==> src/verilog/rr_pkg.sv <==
package rr_pkg;

  //////////////////////////////////////////////////
  // channel and log geometry
  //////////////////////////////////////////////////
  // logged channels, shell to user circuit
  localparam int NUM_CHAN = 4;
  // index width, NUM_CHAN is 2**CHAN_ID_W
  localparam int CHAN_ID_W = 2;
  localparam int DATA_W = 32;
  // entries buffered in each channel logger
  localparam int LOG_FIFO_DEPTH = 4;
  localparam int LOG_PTR_W = $clog2(LOG_FIFO_DEPTH);
  // fill level needs one more code than the pointers
  localparam int LOG_CNT_W = $clog2(LOG_FIFO_DEPTH + 1);
  // merged log sequence number
  localparam int SEQ_W = 16;

  //////////////////////////////////////////////////
  // register map
  //////////////////////////////////////////////////
  localparam int CSR_ADDR_W = 4;
  localparam int CSR_DATA_W = 32;
  localparam logic [CSR_ADDR_W-1:0] CSR_MODE = 4'd0;
  localparam logic [CSR_ADDR_W-1:0] CSR_COUNT = 4'd1;
  // record enable position inside the mode register
  localparam int MODE_REC_EN_BIT = 0;

  // merger handshake states
  localparam int MRG_STATE_W = 2;
  localparam logic [MRG_STATE_W-1:0] MRG_IDLE = 2'd0;
  localparam logic [MRG_STATE_W-1:0] MRG_REQ = 2'd1;
  localparam logic [MRG_STATE_W-1:0] MRG_ACK_LOW = 2'd2;

  //////////////////////////////////////////////////
  // bundled signals
  //////////////////////////////////////////////////
  // forward half of a valid/ready channel, 33 bits
  typedef struct packed {
    logic              valid;
    logic [DATA_W-1:0] data;
  } chan_t;

  // one merged log word, 50 bits
  typedef struct packed {
    logic [SEQ_W-1:0]     seq;
    logic [CHAN_ID_W-1:0] chan_id;
    logic [DATA_W-1:0]    data;
  } log_entry_t;

  // one register access, 38 bits
  typedef struct packed {
    logic                  wr;
    logic                  rd;
    logic [CSR_ADDR_W-1:0] addr;
    logic [CSR_DATA_W-1:0] wdata;
  } cfg_req_t;

endpackage
==> src/verilog/rr_record_top.sv <==
`timescale 1ns/1ps

module rr_record_top import rr_pkg::*; (
  input  logic                  clk,
  input  logic                  rstn,
  input  chan_t [NUM_CHAN-1:0]  i_sh_chan,
  output logic [NUM_CHAN-1:0]   o_sh_ready,
  output chan_t [NUM_CHAN-1:0]  o_cl_chan,
  input  logic [NUM_CHAN-1:0]   i_cl_ready,
  input  cfg_req_t              i_cfg,
  output logic [CSR_DATA_W-1:0] o_cfg_rdata,
  output log_entry_t            o_log,
  output logic                  o_log_req,
  input  logic                  i_log_ack
);

  logic                            record_en;
  logic                            logged;
  logic [NUM_CHAN-1:0]             entry_valid;
  logic [NUM_CHAN-1:0][DATA_W-1:0] entry_data;
  logic [NUM_CHAN-1:0]             entry_pop;

  //////////////////////////////////////////////////
  // configuration
  //////////////////////////////////////////////////
  rr_csrs u_csrs (
    .clk         (clk),
    .rstn        (rstn),
    .i_cfg       (i_cfg),
    .o_cfg_rdata (o_cfg_rdata),
    .i_logged    (logged),
    .o_record_en (record_en)
  );

  //////////////////////////////////////////////////
  // one logger per channel
  //////////////////////////////////////////////////
  for (genvar c = 0; c < NUM_CHAN; c++) begin : g_logger
    rr_channel_logger u_logger (
      .clk           (clk),
      .rstn          (rstn),
      .i_record_en   (record_en),
      .i_sh_chan     (i_sh_chan[c]),
      .o_sh_ready    (o_sh_ready[c]),
      .o_cl_chan     (o_cl_chan[c]),
      .i_cl_ready    (i_cl_ready[c]),
      .o_entry_valid (entry_valid[c]),
      .o_entry_data  (entry_data[c]),
      .i_entry_pop   (entry_pop[c])
    );
  end

  //////////////////////////////////////////////////
  // merge into the storage stream
  //////////////////////////////////////////////////
  rr_log_merger u_merger (
    .clk           (clk),
    .rstn          (rstn),
    .i_entry_valid (entry_valid),
    .i_entry_data  (entry_data),
    .o_entry_pop   (entry_pop),
    .o_log         (o_log),
    .o_log_req     (o_log_req),
    .i_log_ack     (i_log_ack),
    .o_logged      (logged)
  );

endmodule

==> src/verilog/rr_csrs.sv <==
`timescale 1ns/1ps

module rr_csrs import rr_pkg::*; (
  input  logic                  clk,
  input  logic                  rstn,
  input  cfg_req_t              i_cfg,
  output logic [CSR_DATA_W-1:0] o_cfg_rdata,
  input  logic                  i_logged,
  output logic                  o_record_en
);

  // completed log exchanges
  logic [CSR_DATA_W-1:0] logged_cnt;
  logic                  mode_wr;
  logic [CSR_DATA_W-1:0] mode_rd;

  //////////////////////////////////////////////////
  // mode register
  //////////////////////////////////////////////////
  assign mode_wr = i_cfg.wr & (i_cfg.addr == CSR_MODE);

  // new enable is seen by the loggers one cycle after the write
  always_ff @(posedge clk) begin
    if (!rstn) begin
      o_record_en <= 1'b0;
    end else if (mode_wr) begin
      o_record_en <= i_cfg.wdata[MODE_REC_EN_BIT];
    end
  end

  // other mode bits read back as zero
  assign mode_rd = CSR_DATA_W'(o_record_en) << MODE_REC_EN_BIT;

  //////////////////////////////////////////////////
  // entry counter
  //////////////////////////////////////////////////
  always_ff @(posedge clk) begin
    if (!rstn) begin
      logged_cnt <= '0;
    end else if (i_logged) begin
      logged_cnt <= logged_cnt + 1'b1;
    end
  end

  //////////////////////////////////////////////////
  // read port
  //////////////////////////////////////////////////
  // data valid the cycle after the strobe, held until the next read
  always_ff @(posedge clk) begin
    if (!rstn) begin
      o_cfg_rdata <= '0;
    end else if (i_cfg.rd) begin
      case (i_cfg.addr)
        CSR_MODE: begin
          o_cfg_rdata <= mode_rd;
        end
        CSR_COUNT: begin
          o_cfg_rdata <= logged_cnt;
        end
        default: begin
          // unmapped
          o_cfg_rdata <= '0;
        end
      endcase
    end
  end

endmodule

==> src/verilog/rr_log_merger.sv <==
`timescale 1ns/1ps

module rr_log_merger import rr_pkg::*; (
  input  logic                            clk,
  input  logic                            rstn,
  input  logic [NUM_CHAN-1:0]             i_entry_valid,
  input  logic [NUM_CHAN-1:0][DATA_W-1:0] i_entry_data,
  output logic [NUM_CHAN-1:0]             o_entry_pop,
  output log_entry_t                      o_log,
  output logic                            o_log_req,
  input  logic                            i_log_ack,
  output logic                            o_logged
);

  logic [MRG_STATE_W-1:0] state;
  logic [SEQ_W-1:0]       next_seq;
  // channel served most recently
  logic [CHAN_ID_W-1:0]   last_chan;
  logic [CHAN_ID_W-1:0]   cand;
  logic [CHAN_ID_W-1:0]   pick_idx;
  logic                   pick_found;
  logic                   take;

  //////////////////////////////////////////////////
  // round-robin pick
  //////////////////////////////////////////////////
  // scan starts right after last_chan, last_chan itself comes last
  // index arithmetic wraps at NUM_CHAN
  always_comb begin
    pick_found = 1'b0;
    pick_idx = last_chan;
    cand = last_chan;
    for (int i = 1; i <= NUM_CHAN; i++) begin
      cand = last_chan + CHAN_ID_W'(i);
      if (!pick_found && i_entry_valid[cand]) begin
        pick_found = 1'b1;
        pick_idx = cand;
      end
    end
  end

  // new entry only between exchanges
  assign take = (state == MRG_IDLE) & pick_found;

  // one-cycle pop to the chosen logger, same edge as the capture
  always_comb begin
    o_entry_pop = '0;
    o_entry_pop[pick_idx] = take;
  end

  //////////////////////////////////////////////////
  // four-phase handshake
  //////////////////////////////////////////////////
  // idle -> req (req high) -> ack_low (req low) -> idle
  assign o_log_req = (state == MRG_REQ);
  // ack seen high closes the exchange for the counter
  assign o_logged = o_log_req & i_log_ack;

  always_ff @(posedge clk) begin
    if (!rstn) begin
      state <= MRG_IDLE;
      next_seq <= '0;
      // first scan begins at channel 0
      last_chan <= CHAN_ID_W'(NUM_CHAN - 1);
    end else begin
      case (state)
        MRG_IDLE: begin
          if (take) begin
            state <= MRG_REQ;
            next_seq <= next_seq + 1'b1;
            last_chan <= pick_idx;
          end
        end
        MRG_REQ: begin
          if (i_log_ack) begin
            state <= MRG_ACK_LOW;
          end
        end
        MRG_ACK_LOW: begin
          // storage side must release ack before the next word
          if (!i_log_ack) begin
            state <= MRG_IDLE;
          end
        end
        default: begin
          state <= MRG_IDLE;
        end
      endcase
    end
  end

  // log word is loaded together with req rising and held until idle
  always_ff @(posedge clk) begin
    if (take) begin
      o_log.seq <= next_seq;
      o_log.chan_id <= pick_idx;
      o_log.data <= i_entry_data[pick_idx];
    end
  end

endmodule

==> src/verilog/rr_channel_logger.sv <==
`timescale 1ns/1ps

module rr_channel_logger import rr_pkg::*; (
  input  logic              clk,
  input  logic              rstn,
  input  logic              i_record_en,
  input  chan_t             i_sh_chan,
  output logic              o_sh_ready,
  output chan_t             o_cl_chan,
  input  logic              i_cl_ready,
  output logic              o_entry_valid,
  output logic [DATA_W-1:0] o_entry_data,
  input  logic              i_entry_pop
);

  // log storage, payload only
  logic [DATA_W-1:0]    fifo_mem [LOG_FIFO_DEPTH];
  logic [LOG_PTR_W-1:0] wr_ptr;
  logic [LOG_PTR_W-1:0] rd_ptr;
  logic [LOG_CNT_W-1:0] fill;
  logic                 fifo_full;
  logic                 stall;
  logic                 push;
  logic                 pop;

  //////////////////////////////////////////////////
  // forward path
  //////////////////////////////////////////////////
  assign fifo_full = (fill == LOG_CNT_W'(LOG_FIFO_DEPTH));
  // only a full log while recording blocks the channel
  assign stall = i_record_en & fifo_full;

  // both sides see the same gate, so a beat completes on both at once
  assign o_cl_chan.valid = i_sh_chan.valid & ~stall;
  assign o_cl_chan.data = i_sh_chan.data;
  assign o_sh_ready = i_cl_ready & ~stall;

  // completed beat while recording, never while full
  assign push = i_record_en & i_sh_chan.valid & o_sh_ready;

  //////////////////////////////////////////////////
  // log fifo
  //////////////////////////////////////////////////
  // head is visible to the merger the cycle after the push
  assign o_entry_valid = (fill != '0);
  assign o_entry_data = fifo_mem[rd_ptr];
  assign pop = i_entry_pop & o_entry_valid;

  always_ff @(posedge clk) begin
    if (push) begin
      fifo_mem[wr_ptr] <= i_sh_chan.data;
    end
  end

  always_ff @(posedge clk) begin
    if (!rstn) begin
      wr_ptr <= '0;
      rd_ptr <= '0;
      fill <= '0;
    end else begin
      // pointers wrap at the depth
      if (push) begin
        wr_ptr <= (wr_ptr == LOG_PTR_W'(LOG_FIFO_DEPTH - 1)) ? '0 : wr_ptr + 1'b1;
      end
      if (pop) begin
        rd_ptr <= (rd_ptr == LOG_PTR_W'(LOG_FIFO_DEPTH - 1)) ? '0 : rd_ptr + 1'b1;
      end
      // push and pop together leave the level alone
      case ({push, pop})
        2'b10: begin
          fill <= fill + 1'b1;
        end
        2'b01: begin
          fill <= fill - 1'b1;
        end
        default: begin
          fill <= fill;
        end
      endcase
    end
  end

endmodule

==> config.mk <==
export PLATFORM = sky130hd
export DESIGN_NAME = rr_record_top
export DESIGN_NICKNAME = d
export VERILOG_FILES = /design/src/verilog/rr_pkg.sv /design/src/verilog/rr_record_top.sv /design/src/verilog/rr_csrs.sv /design/src/verilog/rr_log_merger.sv /design/src/verilog/rr_channel_logger.sv
export SDC_FILE = /design/constraint.sdc
export NUM_CORES = 1
export LEC_CHECK = 0
export BUFFER_PORTS_ARGS = -buffer_cell sky130_fd_sc_hd__buf_2
export CELL_PAD_IN_SITES_DETAIL_PLACEMENT = 1
export CELL_PAD_IN_SITES_GLOBAL_PLACEMENT = 1
export CORE_MARGIN = 1
export CORE_UTILIZATION = 52
export DETAILED_ROUTE_END_ITERATION = 6
export GPL_TIMING_DRIVEN = 0
export PLACE_DENSITY_LB_ADDON = 0.1
export SETUP_SLACK_MARGIN = 0.5
export SYNTH_ARGS = -nofsm -noshare
export SYNTH_HDL_FRONTEND = slang
export SYNTH_SLANG_ARGS = --single-unit
export TNS_END_PERCENT = 10
==> constraint.sdc <==
create_clock -name clk -period 7.1 [get_ports clk]
set_input_delay 0.355 -clock clk [delete_from_list [all_inputs] [get_ports clk]]
set_output_delay 0.355 -clock clk [all_outputs]
set_load 0.1 [all_outputs]
==> results.rst <==
.. list-table::
   :header-rows: 1

   * - Metric
     - Value
   * - Lkg Pwr
     - 12.2 nW
   * - Reg-to-reg setup timing slack
     - 3.42 ns
   * - Number of nets in the final layout
     - 2406
   * - ANT nets after route
     - 0
   * - Outcome
     - completed
   * - Total grt overflow
     - 0
   * - Clock buffers created by TritonCTS
     - 73
   * - Unique cell type count in the Yosys netlist
     - 58
   * - Ratio of final minimum period to clock period
     - 51.8%
   * - Data arrival time of the worst path
     - 4.21 ns
   * - Number of iterations in the first detailed-routing pass
     - 5
   * - Routed vias/inst
     - 5.64
   * - Dominant cell type by area after synthesis
     - sky130_fd_sc_hd__edfxtp_1
   * - Hold_sp
     - i_sh_chan[126]
   * - Main synth FF type
     - sky130_fd_sc_hd__edfxtp_1
   * - Data required, critical path
     - 7.63 ns
   * - Instance count along the most critical hold path
     - 1
   * - Antenna violations before repair
     - 1
   * - Fraction of registers with async set or reset after synthesis
     - 0%
   * - GR Util All Layers
     - 27.8%
   * - Post-Synthesis Net Count
     - 1866
   * - Remaining max-slew budget at the tightest pin
     - 25.1%
   * - Initial DRC count
     - 1335
   * - CORE AREA
     - 51800 sq um
   * - Reg2reg path depth
     - 11
   * - Std cell rows
     - 83
   * - TritonCTS clock tree
     - yes
   * - Transition time at the pin with the least slew margin
     - 1.12 ns
   * - #FFs+latches synth
     - 683
   * - Capture point of the worst reg-to-reg path
     - g_logger[0].u_logger.fill[2]
   * - EDFF count, synth
     - 562
   * - Critical Path Source Type
     - register
   * - Count of endpoints failing hold in the final timing report
     - 0
   * - Synthesized area
     - 27500 sq um
   * - Min-delay worst type
     - in -> reg
   * - Via count of the first global-routing pass
     - 17500
   * - Source-to-sink clock delay at the later pin of the worst-skew pair
     - 0.62 ns
   * - Maximum number of pins on one net before global-route repair
     - 33
   * - Count of pins over their slew limit
     - 0
   * - Largest driver fanout on the critical path
     - 6
   * - Most frequent cells after synthesis
     - sky130_fd_sc_hd__edfxtp_1 (562), sky130_fd_sc_hd__buf_4 (132), sky130_fd_sc_hd__mux4_2 (128)
   * - Cell chosen for the clock root
     - sky130_fd_sc_hd__clkbuf_16
   * - Number of top-level design ports
     - 396
   * - Chip Height
     - 232 um
   * - Final Skew
     - 0.0335 ns
   * - Synthesized netlist cell count
     - 1659
   * - Max-Cap Viols
     - 0
   * - Synthesized area divided by synthesized cell count
     - 16.6 sq um
   * - Peak ir drop on the vdd network
     - 0.000229 V
   * - Fmax
     - 0.272 GHz
   * - Clock Pin Slew Worst Setup and Hold Paths
     - 0.06 ns
   * - Resized cells post-CTS
     - 0
   * - Warnings, synthesis
     - 0
   * - Design Area, Final
     - 33600 sq um
   * - Utilization after layout
     - 64.8%
   * - Final Total Pwr
     - 8.69 mW
   * - Placed Cells incl. Taps
     - 2707
   * - Final routed wirelength across all metal layers
     - 73800 um
   * - RSZ-0062 raised after global routing
     - false
   * - Post-route minimum period
     - 3.68 ns
   * - Area Growth Syn to Fin
     - 22.1%
   * - Post-synth top area share
     - 61.4%
   * - Placed cell area
     - 30300 sq um
   * - Global-route wire length before repair
     - 109000 um
   * - Routed via count
     - 16600
   * - Final HPWL from detailed placement
     - 46600 um
   * - Diode count
     - 0
   * - Fin cells
     - 2939
   * - Endpoint class of the critical path
     - register
   * - Dominant cell by count in the synthesized netlist
     - sky130_fd_sc_hd__edfxtp_1
   * - Proportion of synthesized chip area in sequential cells
     - 70.2%
   * - Number of design rule violations left after detail routing
     - 0
   * - Starting density of the core
     - 53.1%
   * - Global placer's final weighted congestion
     - 0.787
   * - I/O Buffers
     - 364
   * - Routed length per placed instance
     - 25.1 um
   * - Htree depth
     - 3
   * - Share of post-route cells with drive strength above 1
     - 34.4%
   * - Setup Crit Path Kind
     - reg -> reg
   * - Final setup TNS
     - 0 ns
   * - Floorplan die width
     - 232 um
   * - Synth area leaders
     - sky130_fd_sc_hd__edfxtp_1 (61%), sky130_fd_sc_hd__mux4_2 (10%), sky130_fd_sc_hd__dfxtp_1 (8.8%)
   * - Area of the die
     - 53800 sq um
   * - End of the worst hold path
     - g_logger[3].u_logger.fifo_mem[0][27]
   * - Setup Viol. Count Final
     - 0
   * - CTS max path bufs
     - 3
   * - CTS Sinks
     - 683
   * - Power per Cell Area
     - 259 nW/um^2
   * - Worst R2R Start
     - g_logger[2].u_logger.fill[2]
metrics by stage:
step                hold slack, ns  worst slack, ns
floorplan                    0.422             2.83
global placement             0.447            0.775
detailed placement           0.463             3.45
CTS                       0.000889             3.42
global route               0.00162             3.07
finish                      0.0266             3.42
worst max path at each step:
stage / startpoint / to / slack (ns) / depth (start not counted)
after CTS: g_logger[2].u_logger.fill[2] / g_logger[0].u_logger.fill[2] / 3.42 / 11
final: g_logger[2].u_logger.fill[2] / g_logger[0].u_logger.fill[2] / 3.42 / 11
after global placement: g_logger[0].u_logger.fill[2] / u_merger.next_seq[2] / 0.78 / 5
after detailed placement: g_logger[2].u_logger.fill[2] / g_logger[0].u_logger.fill[2] / 3.45 / 11
after floorplan: g_logger[0].u_logger.fill[0] / u_merger.next_seq[2] / 2.83 / 5
after global routing: g_logger[2].u_logger.fill[2] / g_logger[0].u_logger.fill[2] / 3.07 / 11
routing by layer:
layer  vias to the layer above  global-route usage, %  part of all wire [%]
met4                         2                   7.36                   2.2
met2                       624                   46.6                    50
li1                       7301                      -                     -
met1                      8534                   37.6                    41
met5                         -                      0                 0.027
met3                       107                   5.19                   6.2
cell usage in the layout, fill, tap and decap left out, types with 4 or more instances in the layout:
cell type / netlist / routed
sky130_fd_sc_hd__nor3_1: 11 / 11
sky130_fd_sc_hd__nand4_1: 13 / 13
sky130_fd_sc_hd__mux4_2: 128 / 128
sky130_fd_sc_hd__xor2_1: 18 / 18
sky130_fd_sc_hd__and4_1: 4 / 4
sky130_fd_sc_hd__fa_1: 4 / 4
sky130_fd_sc_hd__or4_1: 4 / 4
sky130_fd_sc_hd__and3_1: 11 / 11
sky130_fd_sc_hd__a22oi_1: 32 / 32
sky130_fd_sc_hd__and2_1: 26 / 10
sky130_fd_sc_hd__nand2_1: 77 / 77
sky130_fd_sc_hd__dlygate4sd3_1: 0 / 97
sky130_fd_sc_hd__nor2b_1: 32 / 32
sky130_fd_sc_hd__clkbuf_1: 54 / 74
sky130_fd_sc_hd__buf_2: 15 / 379
sky130_fd_sc_hd__edfxtp_1: 562 / 562
sky130_fd_sc_hd__or3_1: 22 / 22
sky130_fd_sc_hd__ha_1: 26 / 26
sky130_fd_sc_hd__dfxtp_1: 121 / 121
sky130_fd_sc_hd__clkbuf_16: 0 / 74
sky130_fd_sc_hd__o21ai_0: 17 / 17
sky130_fd_sc_hd__nand3_1: 18 / 18
sky130_fd_sc_hd__buf_4: 132 / 132
sky130_fd_sc_hd__and2_2: 0 / 16
sky130_fd_sc_hd__clkinv_2: 0 / 12
sky130_fd_sc_hd__nand2b_1: 6 / 6
sky130_fd_sc_hd__inv_1: 32 / 32
sky130_fd_sc_hd__nor4_1: 9 / 9
sky130_fd_sc_hd__nor2_1: 84 / 84
sky130_fd_sc_hd__mux2i_1: 49 / 49
sky130_fd_sc_hd__a21oi_1: 89 / 89
sky130_fd_sc_hd__bufinv_16: 0 / 4
sky130_fd_sc_hd__clkinv_1: 1 / 13
sky130_fd_sc_hd__xnor2_1: 20 / 20
sky130_fd_sc_hd__o211ai_1: 4 / 4
power breakdown:
| part | internal, mW | switching, mW | total, mW | leakage (nW) |
|---|---|---|---|---|
| combinational | 0.157 | 0.482 | 0.639 | 5.00 |
| sequential | 4.33 | 0.00294 | 4.33 | 6.03 |
| clock | 2.11 | 1.61 | 3.72 | 1.12 |
flip-flops by register name, summed over array words and instances (netlist names), named ones only:
register,cells
g_logger.u_logger.fifo_mem,512
g_logger.u_logger.fill,12
g_logger.u_logger.rd_ptr,8
g_logger.u_logger.wr_ptr,8
u_csrs.logged_cnt,32
u_csrs.o_cfg_rdata,32
u_csrs.o_record_en,1
u_merger.last_chan,2
u_merger.next_seq,16
u_merger.o_log,50
u_merger.state,2
final cells by class:
class / instances / area (sq um)
sequential: 683 / 19300
fill: 4717 / 18200
multi-input combinational: 736 / 6820
timing repair buffer: 465 / 2900
clock buffer: 97 / 1970
buffer: 206 / 1300
tap: 680 / 851
clock inverter: 38 / 333
inverter: 34 / 128
cells by family (layout without fill, tap and decap cells):
logic type | after synthesis | after routing | share of synthesized area [%]
AND/OR/NAND/NOR | 332 | 332 | 6.24
multiplexers | 178 | 178 | 12.3
adder cells (fa/ha/maj) | 31 | 31 | 1.51
buffers and inverters | 240 | 840 | 5.20
flip-flops | 683 | 683 | 70.2
XOR/XNOR | 38 | 38 | 1.21
AO/OA/AOI/OAI | 157 | 157 | 3.37
worst max-delay path, cell delays in order (launching register included):
cell	delay, ns
sky130_fd_sc_hd__dfxtp_1	0.36
sky130_fd_sc_hd__nor3_1	0.71
sky130_fd_sc_hd__a221oi_1	0.24
sky130_fd_sc_hd__a2111oi_2	0.52
sky130_fd_sc_hd__and3_1	0.25
sky130_fd_sc_hd__clkbuf_1	0.24
sky130_fd_sc_hd__ha_1	0.24
sky130_fd_sc_hd__inv_1	0.06
sky130_fd_sc_hd__fa_1	0.38
sky130_fd_sc_hd__xor2_1	0.16
sky130_fd_sc_hd__or3_1	0.31
sky130_fd_sc_hd__a21oi_1	0.14
what timing repair did:
item                                   CTS  global route
hold buffers                            97             0
endpoints found under the hold margin  376             0
buffers inserted                         0             0
(Power assumes the default switching activity.)
